--- src/uart_cmd_pkg.sv ---
package uart_cmd_pkg;

  // ############################################################
  // widths
  // ############################################################

  localparam int cmd_width  = 16;
  localparam int byte_width = 8;
  localparam int addr_width = cmd_width - byte_width - 1;  // upper byte minus the write flag

  // start, data, odd parity and stop
  localparam int frame_bits = byte_width + 3;

  // ############################################################
  // shared types
  // ############################################################

  // same bit layout as the raw host command, bit 15 first
  typedef struct packed {
    logic                  is_write;
    logic [addr_width-1:0] addr;
    logic [byte_width-1:0] data;
  } cmd_t;

  // one received frame without its start bit
  typedef struct packed {
    logic [byte_width-1:0] data;
    logic                  parity_bit;
    logic                  stop_bit;
  } rx_frame_t;

  typedef enum logic [2:0] {
    idle,
    send_hi,
    gap,
    send_lo,
    await_rx
  } seq_state_t;

endpackage

--- src/cmd_sequencer.sv ---
`timescale 1ns/1ps

module cmd_sequencer #(
  parameter int gap_cycles = 100
) (
  input  logic                                clk,
  input  logic                                rst_n,
  input  logic [uart_cmd_pkg::cmd_width-1:0]  cmd_in,
  input  logic                                cmd_vld,
  input  logic                                tx_done,
  input  logic                                read_rdy,
  output logic                                cmd_rdy,
  output logic                                tx_start,
  output logic [uart_cmd_pkg::byte_width-1:0] tx_byte,
  output logic                                rx_arm
);

  import uart_cmd_pkg::*;

  localparam int gap_w = (gap_cycles > 1) ? $clog2(gap_cycles) : 1;

  seq_state_t       state;
  cmd_t             cmd_q;
  logic [gap_w-1:0] gap_cnt;
  logic             accept;
  logic             gap_end;

  assign cmd_rdy = (state == idle);
  assign rx_arm  = (state == await_rx);
  assign accept  = cmd_vld && cmd_rdy;  // strobes outside idle are dropped here
  assign gap_end = (gap_cnt == gap_w'(gap_cycles - 1));

  // the lower byte is only ever sent from send_lo
  assign tx_byte = (state == send_lo) ? cmd_q.data : {cmd_q.is_write, cmd_q.addr};

  // ############################################################
  // command capture
  // ############################################################

  always_ff @(posedge clk)
  begin
    if (accept)
    begin
      cmd_q <= cmd_t'(cmd_in);
    end
  end

  // ############################################################
  // frame sequencing
  // ############################################################

  always_ff @(posedge clk or negedge rst_n)
  begin
    if (!rst_n)
    begin
      state    <= idle;
      tx_start <= 1'b0;
      gap_cnt  <= '0;
    end
    else
    begin
      tx_start <= 1'b0;  // single cycle unless set below
      case (state)
        idle:
        begin
          if (accept)
          begin
            state    <= send_hi;
            tx_start <= 1'b1;
          end
        end
        send_hi:
        begin
          if (tx_done)
          begin
            if (cmd_q.is_write)
            begin
              state   <= gap;
              gap_cnt <= '0;
            end
            else
            begin
              state <= await_rx;
            end
          end
        end
        gap:
        begin
          if (gap_end)
          begin
            state    <= send_lo;
            tx_start <= 1'b1;
          end
          else
          begin
            gap_cnt <= gap_cnt + 1'b1;  // tx idles high meanwhile
          end
        end
        send_lo:
        begin
          if (tx_done)
          begin
            state <= idle;
          end
        end
        await_rx:
        begin
          if (read_rdy)
          begin
            state <= idle;  // no timeout, the response is awaited forever
          end
        end
        default:
        begin
          state <= idle;
        end
      endcase
    end
  end

endmodule

--- src/read_result.sv ---
`timescale 1ns/1ps

module read_result (
  input  logic                                clk,
  input  logic                                rst_n,
  input  logic                                rx_valid,
  input  uart_cmd_pkg::rx_frame_t             rx_frame,
  output logic [uart_cmd_pkg::byte_width-1:0] read_data,
  output logic                                read_err,
  output logic                                read_rdy
);

  logic parity_ok;
  logic stop_ok;

  // odd parity means an odd number of ones over data and parity together
  assign parity_ok = ^{rx_frame.data, rx_frame.parity_bit};
  assign stop_ok   = rx_frame.stop_bit;

  always_ff @(posedge clk)
  begin
    if (rx_valid)
    begin
      read_data <= rx_frame.data;  // returned even when the checks fail
    end
  end

  always_ff @(posedge clk or negedge rst_n)
  begin
    if (!rst_n)
    begin
      read_rdy <= 1'b0;
      read_err <= 1'b0;
    end
    else
    begin
      read_rdy <= rx_valid;
      if (rx_valid)
      begin
        read_err <= !(parity_ok && stop_ok);
      end
    end
  end

endmodule

--- src/uart_cmd_bridge.sv ---
`timescale 1ns/1ps

module uart_cmd_bridge #(
  parameter int clks_per_bit = 434,
  parameter int gap_cycles   = 100
) (
  input  logic                                clk,
  input  logic                                rst_n,
  input  logic [uart_cmd_pkg::cmd_width-1:0]  cmd_in,
  input  logic                                cmd_vld,
  input  logic                                rx,
  output logic                                tx,
  output logic                                cmd_rdy,
  output logic [uart_cmd_pkg::byte_width-1:0] read_data,
  output logic                                read_rdy,
  output logic                                read_err
);

  import uart_cmd_pkg::*;

  logic                  tx_start;
  logic [byte_width-1:0] tx_byte;
  logic                  tx_done;
  logic                  rx_arm;
  logic                  rx_valid;
  rx_frame_t             rx_frame;

  cmd_sequencer #(
    .gap_cycles (gap_cycles)
  ) u_seq (
    .clk      (clk),
    .rst_n    (rst_n),
    .cmd_in   (cmd_in),
    .cmd_vld  (cmd_vld),
    .tx_done  (tx_done),
    .read_rdy (read_rdy),  // result pulse closes a read
    .cmd_rdy  (cmd_rdy),
    .tx_start (tx_start),
    .tx_byte  (tx_byte),
    .rx_arm   (rx_arm)
  );

  uart_tx_frame #(
    .clks_per_bit (clks_per_bit)
  ) u_tx (
    .clk      (clk),
    .rst_n    (rst_n),
    .tx_start (tx_start),
    .tx_byte  (tx_byte),
    .tx       (tx),
    .tx_done  (tx_done)
  );

  uart_rx_frame #(
    .clks_per_bit (clks_per_bit)
  ) u_rx (
    .clk      (clk),
    .rst_n    (rst_n),
    .rx       (rx),
    .rx_arm   (rx_arm),
    .rx_valid (rx_valid),
    .rx_frame (rx_frame)
  );

  read_result u_res (
    .clk       (clk),
    .rst_n     (rst_n),
    .rx_valid  (rx_valid),
    .rx_frame  (rx_frame),
    .read_data (read_data),
    .read_err  (read_err),
    .read_rdy  (read_rdy)
  );

endmodule

--- src/uart_rx_frame.sv ---
`timescale 1ns/1ps

module uart_rx_frame #(
  parameter int clks_per_bit = 434
) (
  input  logic                    clk,
  input  logic                    rst_n,
  input  logic                    rx,
  input  logic                    rx_arm,
  output logic                    rx_valid,
  output uart_cmd_pkg::rx_frame_t rx_frame
);

  import uart_cmd_pkg::*;

  localparam int bits_in = $bits(rx_frame_t);
  localparam int baud_w  = (clks_per_bit > 1) ? $clog2(clks_per_bit) : 1;
  localparam int bit_w   = $clog2(bits_in + 1);

  typedef enum logic [1:0] {
    rx_hunt,
    rx_start,
    rx_shift
  } rx_state_t;

  rx_state_t          state;
  logic               rx_meta;
  logic               rx_sync;
  logic               rx_prev;
  logic [baud_w-1:0]  baud_cnt;
  logic [bit_w-1:0]   bit_cnt;
  logic [bits_in-1:0] shift_q;
  logic               fall;
  logic               half_end;
  logic               full_end;

  assign fall     = rx_arm && rx_prev && !rx_sync;
  assign half_end = (baud_cnt == baud_w'(clks_per_bit / 2 - 1));
  assign full_end = (baud_cnt == baud_w'(clks_per_bit - 1));

  // first bit in ends up lowest, so data sits in the bottom byte
  assign rx_frame.data       = shift_q[byte_width-1:0];
  assign rx_frame.parity_bit = shift_q[byte_width];
  assign rx_frame.stop_bit   = shift_q[byte_width+1];

  always_ff @(posedge clk)
  begin
    if (state == rx_shift && full_end)
    begin
      shift_q <= {rx_sync, shift_q[bits_in-1:1]};
    end
  end

  always_ff @(posedge clk or negedge rst_n)
  begin
    if (!rst_n)
    begin
      rx_meta  <= 1'b1;
      rx_sync  <= 1'b1;
      rx_prev  <= 1'b1;
      state    <= rx_hunt;
      baud_cnt <= '0;
      bit_cnt  <= '0;
      rx_valid <= 1'b0;
    end
    else
    begin
      rx_meta  <= rx;
      rx_sync  <= rx_meta;
      rx_prev  <= rx_sync;
      rx_valid <= 1'b0;
      case (state)
        rx_hunt:
        begin
          if (fall)
          begin
            state    <= rx_start;
            baud_cnt <= '0;
          end
        end
        rx_start:
        begin
          if (half_end)
          begin
            baud_cnt <= '0;
            bit_cnt  <= '0;
            state    <= rx_sync ? rx_hunt : rx_shift;  // a glitch goes back to hunting
          end
          else
          begin
            baud_cnt <= baud_cnt + 1'b1;
          end
        end
        rx_shift:
        begin
          if (full_end)
          begin
            baud_cnt <= '0;
            bit_cnt  <= bit_cnt + 1'b1;
            if (bit_cnt == bit_w'(bits_in - 1))
            begin
              rx_valid <= 1'b1;  // stop bit sampled
              state    <= rx_hunt;
            end
          end
          else
          begin
            baud_cnt <= baud_cnt + 1'b1;
          end
        end
        default:
        begin
          state <= rx_hunt;
        end
      endcase
    end
  end

endmodule

--- src/uart_tx_frame.sv ---
`timescale 1ns/1ps

module uart_tx_frame #(
  parameter int clks_per_bit = 434
) (
  input  logic                                clk,
  input  logic                                rst_n,
  input  logic                                tx_start,
  input  logic [uart_cmd_pkg::byte_width-1:0] tx_byte,
  output logic                                tx,
  output logic                                tx_done
);

  import uart_cmd_pkg::*;

  localparam int baud_w = (clks_per_bit > 1) ? $clog2(clks_per_bit) : 1;
  localparam int bit_w  = $clog2(frame_bits);

  logic                  busy;
  logic [baud_w-1:0]     baud_cnt;
  logic [bit_w-1:0]      bit_cnt;
  logic [frame_bits-2:0] shift_q;  // everything after the start bit
  logic                  baud_end;
  logic                  last_bit;

  assign baud_end = (baud_cnt == baud_w'(clks_per_bit - 1));
  assign last_bit = (bit_cnt == bit_w'(frame_bits - 1));
  assign tx_done  = busy && baud_end && last_bit;  // last cycle of the stop bit

  // stop, parity, data with bit 0 leaving first
  always_ff @(posedge clk)
  begin
    if (tx_start && !busy)
    begin
      shift_q <= {1'b1, ~^tx_byte, tx_byte};
    end
    else if (busy && baud_end)
    begin
      shift_q <= shift_q >> 1;
    end
  end

  always_ff @(posedge clk or negedge rst_n)
  begin
    if (!rst_n)
    begin
      busy     <= 1'b0;
      baud_cnt <= '0;
      bit_cnt  <= '0;
      tx       <= 1'b1;
    end
    else if (!busy)
    begin
      if (tx_start)
      begin
        busy     <= 1'b1;
        baud_cnt <= '0;
        bit_cnt  <= '0;
        tx       <= 1'b0;  // start bit
      end
    end
    else if (baud_end)
    begin
      baud_cnt <= '0;
      if (last_bit)
      begin
        busy <= 1'b0;  // tx already sits at the stop level
      end
      else
      begin
        bit_cnt <= bit_cnt + 1'b1;
        tx      <= shift_q[0];
      end
    end
    else
    begin
      baud_cnt <= baud_cnt + 1'b1;
    end
  end

endmodule
--- config.mk ---
export PLATFORM = sky130hd
export DESIGN_NAME = uart_cmd_bridge
export DESIGN_NICKNAME = d
export VERILOG_FILES = /design/src/uart_cmd_pkg.sv /design/src/cmd_sequencer.sv /design/src/read_result.sv /design/src/uart_cmd_bridge.sv /design/src/uart_rx_frame.sv /design/src/uart_tx_frame.sv
export SDC_FILE = /design/constraint.sdc
export NUM_CORES = 1
export LEC_CHECK = 0
export BUFFER_PORTS_ARGS = -buffer_cell sky130_fd_sc_hd__buf_2
export CAP_MARGIN = 10
export CELL_PAD_IN_SITES_DETAIL_PLACEMENT = 0
export CELL_PAD_IN_SITES_GLOBAL_PLACEMENT = 2
export CORE_MARGIN = 10
export CORE_UTILIZATION = 44
export CTS_CLUSTER_DIAMETER = 40
export DETAILED_ROUTE_END_ITERATION = 16
export GPL_TIMING_DRIVEN = 0
export PLACE_DENSITY = 0.82
export SLEW_MARGIN = 20
export SYNTH_ARGS = -nofsm -noshare
export SYNTH_HDL_FRONTEND = slang
export SYNTH_SLANG_ARGS = --single-unit
export TNS_END_PERCENT = 20
--- constraint.sdc ---
create_clock -name clk -period 5.5 [get_ports clk]
set_input_delay 0.55 -clock clk [delete_from_list [all_inputs] [get_ports clk]]
set_output_delay 0.55 -clock clk [all_outputs]
set_load 0.1 [all_outputs]
==> metrics, run 1 <==
status finished clean; M3 GR Usage under 10%; Yosys reg bits a little over 90; fraction of synthesized area in multiplexers roughly 3.4%; Top delay family on crit path simple AND/OR/NAND/NOR gates; gr busiest metal met2; final hold violations 0; Avg WL per Cell approximately 14 µm; commonest cells after routing, fill and taps aside edfxtp_1, dfrtp_1, nor2_1, buf_2; postcts setup bufs 0; Yosys Warn Count 0; EDFF count, synth 43; top cell type's share of synthesized area 30.42%; max-slew violation count 0; chip width 118.2 µm; aggregate negative setup slack 0 ns; Max-slew headroom 48.76%; initial DRC count around 110; H-Tree Depth 3; XOR/XNOR Fraction of Synth Area 5.159%; Max FO, Critical Path 7; Required @ worst endpoint 5.71 ns; Num Clock Sinks 91; largest family of logic cells by synthesized area simple AND/OR/NAND/NOR gates; Congestion Overflow GR 0; Max Fclk roughly 440 MHz; # hold bufs at CTS 0; vias 2768; Synthesized Nets 401; TritonCTS clock tree built; prevailing post-synth register cell edfxtp_1; endpoint kind of the worst setup timing path register; CTS resizes 0; CP Launch Type register; Total Routing Usage GR 11.56%; Core Box Area 9328 µm²; Hold WC Path Type primary input to async pin; Tmin final 2.275 ns; reg2reg setup slack approximately 3.2 ns; grt met1 use 15.57%; die area between 10000 and 15000 µm²; Initial Utilization 45.50%; fin crit share between 40% and 50%; Tot Pwr about 0.0012 W; CP cell instances or4b_4 > nor3_4 > nand3_4 > nor4b_1 > o21ai_0; Post-Route Utilization 50.95%; crit path kind register to register; Leak 1.965 nW; Detailed Place HPWL 5578 µm; largest net degree at the start of global routing between 40 and 50; CTS root buf clkbuf_8; die height 118.2 µm; TritonRoute pass-1 iters 4; Reg clk slew, reported paths 0.10 ns; PD cells 245.5 nW/µm²; RR Startpoint u_tx.baud_cnt[6]$_DFFE_PN0P_; Post-Syn Instances 367; top post-synthesis cells by area edfxtp_1, dfrtp_1, xnor2_1; Synth Area in Simple Gates ~16%; max_cap viols 0; CTS Buf Count 9; port bufs 31; Worst VDD drop between 150 and 200 µV; GPL Wtd Cong around 0.8; Worst R2R Path Depth 5; R2R Path End u_seq.gap_cnt[1]$_DFFE_PN0P_; grt met2 use approximately 18%; Worst-Margin Slew between 0.7 and 0.8 ns; Synth Area in Compound Gates 9.758%; worst skew pair latency 0.35 ns; Mapped Area 4244 µm²; vias in the first global route about 2800; ys async rst share between 50% and 60%; share of layout cells above drive strength 1 15.22%; P&R area growth vs syn 11.97%; biggest area consumer among synthesized cells edfxtp_1; WL final 7854 µm; clock tree buffer depth 2; via/cell ratio 5.098; number of diodes 0; Setup violations, final 0; Worst path slowest cell or4b_4; post-route ant nets 0; cell row count 35; Synth cell types 55; sequential share of the synthesized area 58.73%; antenna violations before repair 0; clock skew roughly 0.012 ns; slowest stage delay, CP 0.57 ns; Avg Inst Size Synth between 10 and 15 µm²; Post-route DRC 0; Crit path buffers/inverters 0; crit path DAT roughly 2.5 ns; I/O pin cnt 32; adder-cell share of the synthesized area under 10%; global-route wire length before repair around 13000 µm; Nets around 440; RSZ-0062 raised after global routing false
-- through the flow --
step / hold slack, ns / std cells / instance area (µm²) / setup slack (ns)
after CTS: 0.2226 / 543 / 4752 / 3.214
after detailed placement: 0.3481 / 527 / 4563 / 3.236
after floorplan: 0.2544 / 367 / 4244 / 1.816
after global placement: 0.3477 / 527 / 4561 / 3.237
final: 0.1981 / 543 / 4752 / 3.225
after global routing: 0.2354 / 543 / 4752 / 3.038
-- state kept, by name, indices dropped and copies added, names as in the netlist, 2 cells and up --
| signal | cells |
|---|---|
| u_seq.state | 3 |
| u_tx.baud_cnt | 9 |
| u_res.read_data | 8 |
| u_tx.shift_q | 10 |
| u_tx.bit_cnt | 4 |
| u_seq.cmd_q | 16 |
| u_rx.baud_cnt | 9 |
| u_seq.gap_cnt | 7 |
| u_rx.shift_q | 10 |
| u_rx.state | 2 |
| u_rx.bit_cnt | 4 |
-- report_power, final --
| group | internal [W] | total [W] | switching (W) |
|---|---|---|---|
| registers | 0.000711 | 0.000712 | 0.000000632 |
| clock network | 0.000185 | 0.000442 | 0.000256 |
| logic | 0.00000495 | 0.0000134 | 0.00000841 |
-- cell usage after synthesis (5+ instances only) --
cell and number:
a22o_1 6, nand2_1 26, nand4_1 5, nor2b_1 5, ha_1 14, nand3b_1 6
nand2b_1 5, nor2_1 37, nor3_1 5, mux2i_1 12, dfrtp_1 43, xnor2_1 22
edfxtp_1 43, and3_1 5, a21oi_1 14, o21ai_0 26, inv_1 20, nand3_1 14
-- cell type report --
cell class	instances	area, µm²
well taps	129	161.4
clock inverters	6	51.30
plain buffers	7	31.28
inverters	20	75.07
fillers	853	4576
flip-flops and latches	91	2492
repair buffers	31	157.7
clock buffers	10	137.6
multi-input cells	249	1645
-- per-layer routing --
layer | routed length (µm) | up-vias
li1 | - | 1405
met1 | 3902 | 1316
met2 | 3575 | 36
met3 | 255 | 11
met4 | 121 | 0
met5 | 0 | -
-- worst register-to-register path: stages, from the launching register on --
cell	delay, ns
dfrtp_1	0.43
or4b_4	0.57
nor3_4	0.36
nand3_4	0.14
nor4b_1	0.47
o21ai_0	0.17
-- kinds of logic after synthesis --
group | after synthesis
AND/OR/NAND/NOR | 129
buffers and inverters | 27
flip-flops | 91
XOR/XNOR | 25
adder cells (fa/ha/maj) | 14
multiplexers | 14
AO/OA/AOI/OAI | 67
-- worst max-delay path by stage --
stage                     depth (start not counted)  slack, ns                         start                           end
after global placement                            5       3.24  u_tx.baud_cnt[6]$_DFFE_PN0P_  u_seq.gap_cnt[1]$_DFFE_PN0P_
after global routing                              5       3.04  u_tx.baud_cnt[6]$_DFFE_PN0P_  u_seq.gap_cnt[1]$_DFFE_PN0P_
after floorplan                                   3       1.82    u_seq.state[1]$_DFFE_PN0P_      u_seq.cmd_q[0]$_DFFE_PP_
after detailed placement                          5       3.24  u_tx.baud_cnt[6]$_DFFE_PN0P_  u_seq.gap_cnt[1]$_DFFE_PN0P_
final                                             5       3.22  u_tx.baud_cnt[6]$_DFFE_PN0P_  u_seq.gap_cnt[1]$_DFFE_PN0P_
after CTS                                         5       3.21  u_tx.baud_cnt[6]$_DFFE_PN0P_  u_seq.gap_cnt[1]$_DFFE_PN0P_
(Power assumes the default switching activity.)
==> inputs of run 2 (changes only) <==
--- a/config.mk
+++ b/config.mk
@@ -5,16 +5,17 @@
 export SDC_FILE = /design/constraint.sdc
 export NUM_CORES = 1
 export LEC_CHECK = 0
+export ABC_AREA = 1
 export BUFFER_PORTS_ARGS = -buffer_cell sky130_fd_sc_hd__buf_2
 export CAP_MARGIN = 10
 export CELL_PAD_IN_SITES_DETAIL_PLACEMENT = 0
 export CELL_PAD_IN_SITES_GLOBAL_PLACEMENT = 2
 export CORE_MARGIN = 10
-export CORE_UTILIZATION = 44
+export CORE_UTILIZATION = 38
 export CTS_CLUSTER_DIAMETER = 40
 export DETAILED_ROUTE_END_ITERATION = 16
 export GPL_TIMING_DRIVEN = 0
-export PLACE_DENSITY = 0.82
+export PLACE_DENSITY = 0.76
 export SLEW_MARGIN = 20
 export SYNTH_ARGS = -nofsm -noshare
 export SYNTH_HDL_FRONTEND = slang
==> constraint.sdc (replaced) <==
create_clock -name clk -period 2.35 [get_ports clk]
set_input_delay 0.235 -clock clk [delete_from_list [all_inputs] [get_ports clk]]
set_output_delay 0.235 -clock clk [all_outputs]
set_load 0.1 [all_outputs]
==> run 2 against run 1 <==
  * Core utilization down 5.9 points
  * Combinational power rose to 120 times the previous value
  * Sequential power rose to 2.7 times the previous value
  * Synthesized cell count up 35%
  * Clock power rose to 3.3 times the previous value
  * Count of clock-buffer cells in the layout down 1
  * Clock skew about the same
  * Wire length up 18%
  * Cell count up 27%
  * Register-to-register slack worse by 2.8 ns
==> metrics, run 2 <==
die area 16720 µm² (+20%); commonest non-fill, non-tap cell in the layout nand2_1; CP cell instances nor4_1 > nand2_1 > nor2_2 > inv_1 > nand2_1; Net Switching 0.001905 W (+620%); Worst path slowest cell dfrtp_1; RSZ-0062 raised after global routing false; EDFF count, synth 43 (unchanged); Pint 0.003052 W (+240%); top cell type's share of synthesized area 28.44% (-2.0 points); clock power share 29.9% (-7.9 points); P&R area growth vs syn 14.71%; endpoint kind of the worst setup timing path register; Core Box Area 11560 µm² (+24%); biggest regs u_seq.cmd_q: 16 flops, u_rx.shift_q: 10 flops, u_tx.shift_q: 10 flops; Mapped Area 4541 µm² (+7.0%); aggregate negative setup slack 0 ns (unchanged); Num Clock Sinks 91 (unchanged); Total Routing Usage GR 12.05% (+0.49 points); Post-route DRC 0 (unchanged); clock tree buffer depth 2 (unchanged); clock skew 0.01216 ns (+0.0004990 ns); top post-synthesis cells by count nand2_1, inv_1, dfrtp_1, edfxtp_1, nor2_1; Reg with most FFs u_seq.cmd_q; initial DRC count 219 (+100%); vias 3246 (+17%); count leader, synth nand2_1; number of diodes 0 (unchanged); Setup violations, final 0 (unchanged); Leak 2.361 nW (+20%); max reg flops 16 (unchanged); final hold violations 0 (unchanged); worst skew pair latency 0.36 ns (about the same); die height 129.3 µm (+9.4%); post-route ant nets 0 (unchanged); Max FO, Critical Path 10 (+3); postcts setup bufs 0 (unchanged); Worst-Margin Slew 0.8594 ns (+0.09090 ns); antenna violations before repair 0 (unchanged); Congestion Overflow GR 0 (unchanged); commonest cells after routing, fill and taps aside nand2_1, inv_1, edfxtp_1, dfrtp_1, nor2_1; max-slew violation count 0 (unchanged); combinational share of power 31.2% (+30 points); cell row count 39 (+11%); GPL Wtd Cong 0.7712 (-4.4%); max_cap viols 0 (unchanged); Synth cell types 38 (-31%); RR Startpoint u_tx.baud_cnt[2]$_DFFE_PN0P_; Crit path buffers/inverters 1 (+1); Avg Inst Size Synth 9.154 µm² (-21%); Reg clk slew, reported paths 0.08 ns (-0.02 ns); crit path kind register to register; Required @ worst endpoint 2.35 ns (-3.36 ns); largest net degree at the start of global routing 48 (unchanged); I/O pin cnt 32 (unchanged); CP Launch Type register; Max Fclk 518.6 MHz (+18%); Synthesized Nets 530 (+32%); Hold Crit Start cmd_in[1]; WL final 9255 µm (+18%); Seq pwr share 38.9% (-22 points); Avg WL per Cell 13.45 µm (-7.0%); Yosys reg bits 91 (unchanged); Hold WC Path Type primary input to register; CTS Buf Count 9 (unchanged); via/cell ratio 4.718 (-7.4%); Initial Utilization 39.26% (-6.2 points); PD cells 951.6 nW/µm² (+290%); biggest area consumer among synthesized cells edfxtp_1; prevailing post-synth register cell edfxtp_1; Fillers 1142 (+34%); share of layout cells above drive strength 1 15.78% (+0.56 points); slowest stage delay, CP 0.44 ns (-0.13 ns); chip width 129.3 µm (+9.4%); Sequential Area 2492 µm² (unchanged); vias in the first global route 3263 (+16%); TritonCTS clock tree built; Detailed Place HPWL 6655 µm (+19%); status finished clean; Post-Syn Instances 496 (+35%); Yosys Warn Count 0 (unchanged); port bufs 31 (unchanged); fin crit share 82.05% (+41 points); crit path DAT 1.93 ns (-0.56 ns); CTS root buf clkbuf_16; sequential share of the synthesized area 54.89% (-3.8 points); switching share of total power 38.43% (+16 points); ys async rst share 51.65% (unchanged); H-Tree Depth 3 (unchanged); global-route wire length before repair 15670 µm (+17%); crit path from u_tx.baud_cnt[2]$_DFFE_PN0P_; top post-synthesis cells by area edfxtp_1, dfrtp_1, nand2_1; Worst VDD drop 649.4 µV (+320%); Multi-input gate area 1742 µm² (+5.9%); Nets 574 (+30%); Tot Pwr 0.004957 W (+320%); Top delay family on crit path simple AND/OR/NAND/NOR gates; Max-slew headroom 42.64% (-6.1 points); Top cell by count, worst path nand2_1; TritonRoute pass-1 iters 4 (unchanged); Tmin final 1.928 ns (-0.3470 ns)
-- run 2: kinds of logic (layout without fill, tap and decap cells) --
| logic type | after synthesis | count (layout) | synth area share, % |
|---|---|---|---|
| AO/OA/AOI/OAI | 44 | 44 | 5.290 |
| XOR/XNOR | 17 | 17 | 3.279 |
| multiplexers | 1 | 1 | 0.2205 |
| flip-flops | 91 | 91 | 54.89 |
| AND/OR/NAND/NOR | 254 | 254 | 25.49 |
| adder cells (fa/ha/maj) | 14 | 14 | 3.858 |
| buffers and inverters | 75 | 124 | 6.972 |
-- run 2: layout make-up --
class	instances	area share, %
plain buffers	5	0.9608
clock buffers	9	4.324
clock inverters	7	1.465
inverters	70	5.117
multi-input cells	330	33.44
flip-flops and latches	91	47.85
well taps	143	3.435
repair buffers	33	3.411
-- run 2: power by group through the flow --
stage               logic (W)  clock network [W]  registers [W]
finish                0.00155            0.00148        0.00193
global route          0.00179            0.00158        0.00195
CTS                   0.00158            0.00152        0.00193
detailed placement    0.00157                  0        0.00197
global placement      0.00157                  0        0.00196
floorplan             0.00122                  0        0.00194
-- run 2: timing repair --
action                    4_1_cts  5_1_grt
hold buffers                    2        0
gates resized for setup         0        0
hold endpoints to repair       44        0
-- run 2: stage by stage --
stage	instance area, µm²	hold WS, ns	setup WS [ns]	std cells	util, %
after detailed placement	4887	0.3158	0.4115	670	42.26
final	5209	0.04996	0.4217	688	45.04
after global placement	4885	0.3423	0.4256	670	42.24
after global routing	5209	0.04092	0.1850	688	45.04
after floorplan	4551	-0.06059	0.1740	496	-
after CTS	5209	0.03412	0.3961	688	45.04
-- run 2: per-layer routing --
layer / wire length [µm] / track usage, %
met1: 4597 / 15.15
met2: 4171 / 18.81
met3: 282 / 3.059
met4: 205 / 6.221
met5: 0 / 0
-- run 2: final timing paths --
path,endpoint,slack [ns],cells past startpoint
worst max register to register,u_tx.shift_q[5]$_DFFE_PP_,0.42,5
max in group asynchronous,u_seq.gap_cnt[6]$_DFFE_PN0P_,1.45,2
worst min-delay path,u_seq.cmd_q[1]$_DFFE_PP_,0.05,1
worst min register to register,u_rx.rx_sync$_DFF_PN1_,0.36,0
worst max-delay path,u_tx.shift_q[5]$_DFFE_PP_,0.42,5
min in group asynchronous,u_tx.baud_cnt[4]$_DFFE_PN0P_,0.44,2
==> inputs of run 3 (changes only) <==
==> constraint.sdc (replaced) <==
create_clock -name clk -period 2 [get_ports clk]
set_input_delay 0.2 -clock clk [delete_from_list [all_inputs] [get_ports clk]]
set_output_delay 0.2 -clock clk [all_outputs]
set_load 0.1 [all_outputs]
==> run 3 against run 2 <==
  * Clock skew up 0.0034 ns
  * Clock power up 20%
  * Sequential power up 18%
  * Total power up 19%
  * Global-route usage about the same
  * Critical path type unchanged
  * Wire length up 1.9%
  * First-iteration DRC count down 15%
  * Sequential share of layout area down 0.25 points
  * Core utilization up 0.24 points
  * Largest power group unchanged
  * Maximum frequency up 5.0%
  * Combinational power up 19%
  * Non-clock buffer count unchanged
==> metrics, run 3 (same netlist as run 2, synthesis figures left out) <==
Max Fclk 544.5 MHz (+5.0%); Detailed Place HPWL 6876 µm (+3.3%); P&R area growth vs syn 15.32%; Post-route DRC 0 (unchanged); biggest regs u_seq.cmd_q: 16 flops, u_rx.shift_q: 10 flops, u_tx.shift_q: 10 flops; cell row count 39 (unchanged); Net Switching 0.002267 W (+19%); crit path DAT 1.95 ns (+0.02 ns); Leak 2.365 nW (+0.18%); port bufs 31 (unchanged); commonest cells after routing, fill and taps aside nand2_1, inv_1, edfxtp_1, dfrtp_1, nor2_1; PD cells 1122 nW/µm² (+18%); Setup violations, final 0 (unchanged); Hold WC Path Type primary input to register; Required @ worst endpoint 2.11 ns (-0.24 ns); die height 129.3 µm (unchanged); Crit path buffers/inverters 1 (unchanged); post-route ant nets 0 (unchanged); number of diodes 0 (unchanged); clock power share 30.2% (+0.3 points); Worst-Margin Slew 0.6335 ns (-0.2260 ns); fin crit share 91.82% (+9.8 points); Post-Route Utilization 45.28% (+0.24 points); TritonRoute pass-1 iters 4 (unchanged); max_cap viols 0 (unchanged); CP Launch Type register; max-slew violation count 0 (unchanged); CTS root buf clkbuf_16; share of layout cells above drive strength 1 16.51% (+0.73 points); vias 3264 (+0.55%); Tmin final 1.836 ns (-0.09178 ns); final instance area 5236 µm² (+0.53%); slowest stage delay, CP 0.40 ns (-0.04 ns); clock skew 0.01561 ns (+0.003448 ns); GPL Wtd Cong 0.7880 (+2.2%); Tot Pwr 0.005875 W (+19%); worst skew pair latency 0.36 ns (about the same); clock tree buffer depth 2 (unchanged); reg2reg setup slack 0.16 ns (-0.26 ns); WL final 9434 µm (+1.9%); CTS Buf Count 9 (unchanged); final std cells w/o fill 688 (unchanged); max reg flops 16 (unchanged); Num Clock Sinks 91 (unchanged); commonest non-fill, non-tap cell in the layout nand2_1; I/O pin cnt 32 (unchanged); combinational share of power 31.2% (about the same); Nets 574 (unchanged); CP cell instances buf_6 > nand2_2 > nor2_4 > nand2_1 > nand2_1 > nand2_1 > nand2_1 > nand2_1 > nand2_2 > nand2_1 > nand3_1 > nand2_1; Core Box Area 11560 µm² (unchanged); initial DRC count 186 (-15%); Avg WL per Cell 13.71 µm (+1.9%); global-route wire length before repair 15950 µm (+1.8%); Total Routing Usage GR 12.05% (about the same); H-Tree Depth 3 (unchanged); TritonCTS clock tree built; DP Area 4892 µm² (+0.10%); switching share of total power 38.59% (+0.16 points); vias in the first global route 3252 (-0.34%); Pint 0.003608 W (+18%); via/cell ratio 4.744 (+0.55%); endpoint kind of the worst setup timing path register; final hold violations 0 (unchanged); Fillers 1141 (-0.088%); Worst path slowest cell dfrtp_1; Max-slew headroom 57.77% (+15 points); Initial Utilization 39.26% (unchanged); Congestion Overflow GR 0 (unchanged); RSZ-0062 raised after global routing true; Reg clk slew, reported paths 0.07 ns (about the same); largest net degree at the start of global routing 48 (unchanged); dpl cells 670 (unchanged); Max FO, Critical Path 10 (unchanged); status finished clean; antenna violations before repair 0 (unchanged); Sequential Area 2492 µm² (unchanged); Multi-input gate area 1757 µm² (+0.86%); aggregate negative setup slack 0 ns (unchanged); Top delay family on crit path simple AND/OR/NAND/NOR gates; Reg with most FFs u_seq.cmd_q; Seq pwr share 38.6% (-0.3 points); die area 16720 µm² (unchanged); Worst VDD drop 775.2 µV (+19%); Top cell by count, worst path nand2_1; chip width 129.3 µm (unchanged); crit path kind register to register
## run 3: path summary, 6_finish.rpt
kind | startpoint | to | cells after the start
max | u_seq.state[1]$_DFFE_PN0P_ | u_tx.shift_q[8]$_DFFE_PP_ | 12
min | cmd_in[9] | u_seq.cmd_q[9]$_DFFE_PP_ | 1
min in group asynchronous | rst_n | u_tx.baud_cnt[5]$_DFFE_PN0P_ | 2
max reg2reg | u_seq.state[1]$_DFFE_PN0P_ | u_tx.shift_q[8]$_DFFE_PP_ | 12
max in group asynchronous | rst_n | u_tx.bit_cnt[0]$_DFFE_PN0P_ | 2
min reg2reg | u_rx.rx_meta$_DFF_PN1_ | u_rx.rx_sync$_DFF_PN1_ | 0
## run 3: cell type report
type / count / share of cell area [%]
Timing Repair Buffer: 33 / 3.393
Inverter: 70 / 5.090
Clock buffer: 9 / 4.301
Sequential cell: 91 / 47.60
Tap cell: 143 / 3.417
Multi-Input combinational cell: 330 / 33.55
Buffer: 5 / 0.9558
Clock inverter: 7 / 1.697
## run 3: power by group through the flow
stage	sequential, W	combinational [W]	clock [W]
after floorplan	0.00227	0.00145	0
after global placement	0.00231	0.00185	0
after detailed placement	0.00231	0.00186	0
after CTS	0.00227	0.00188	0.00183
after global routing	0.00229	0.00211	0.00189
final	0.00227	0.00184	0.00177
## run 3: repair_timing
item	4_1_cts	5_1_grt
resized for setup	0	3
hold buffers	2	0
hold endpoints to repair	44	0
buffers inserted	0	0
endpoints found under the setup margin	0	27
## run 3: metrics by stage
stage               worst slack, ns  hold slack, ns
floorplan                   0.01248        -0.09559
global placement            0.08017          0.3074
detailed placement          0.06323          0.2702
CTS                         0.06232        0.003588
global route               -0.03369         0.01162
finish                       0.1635         0.01823
## run 3: routing by layer
layer	global-route usage, %	share of wire [%]	vias to the layer above
met1	15.63	50	1520
met2	18.99	46	35
met3	2.569	2.7	12
met4	5.418	1.9	0
met5	0	0	-
li1	-	-	1697
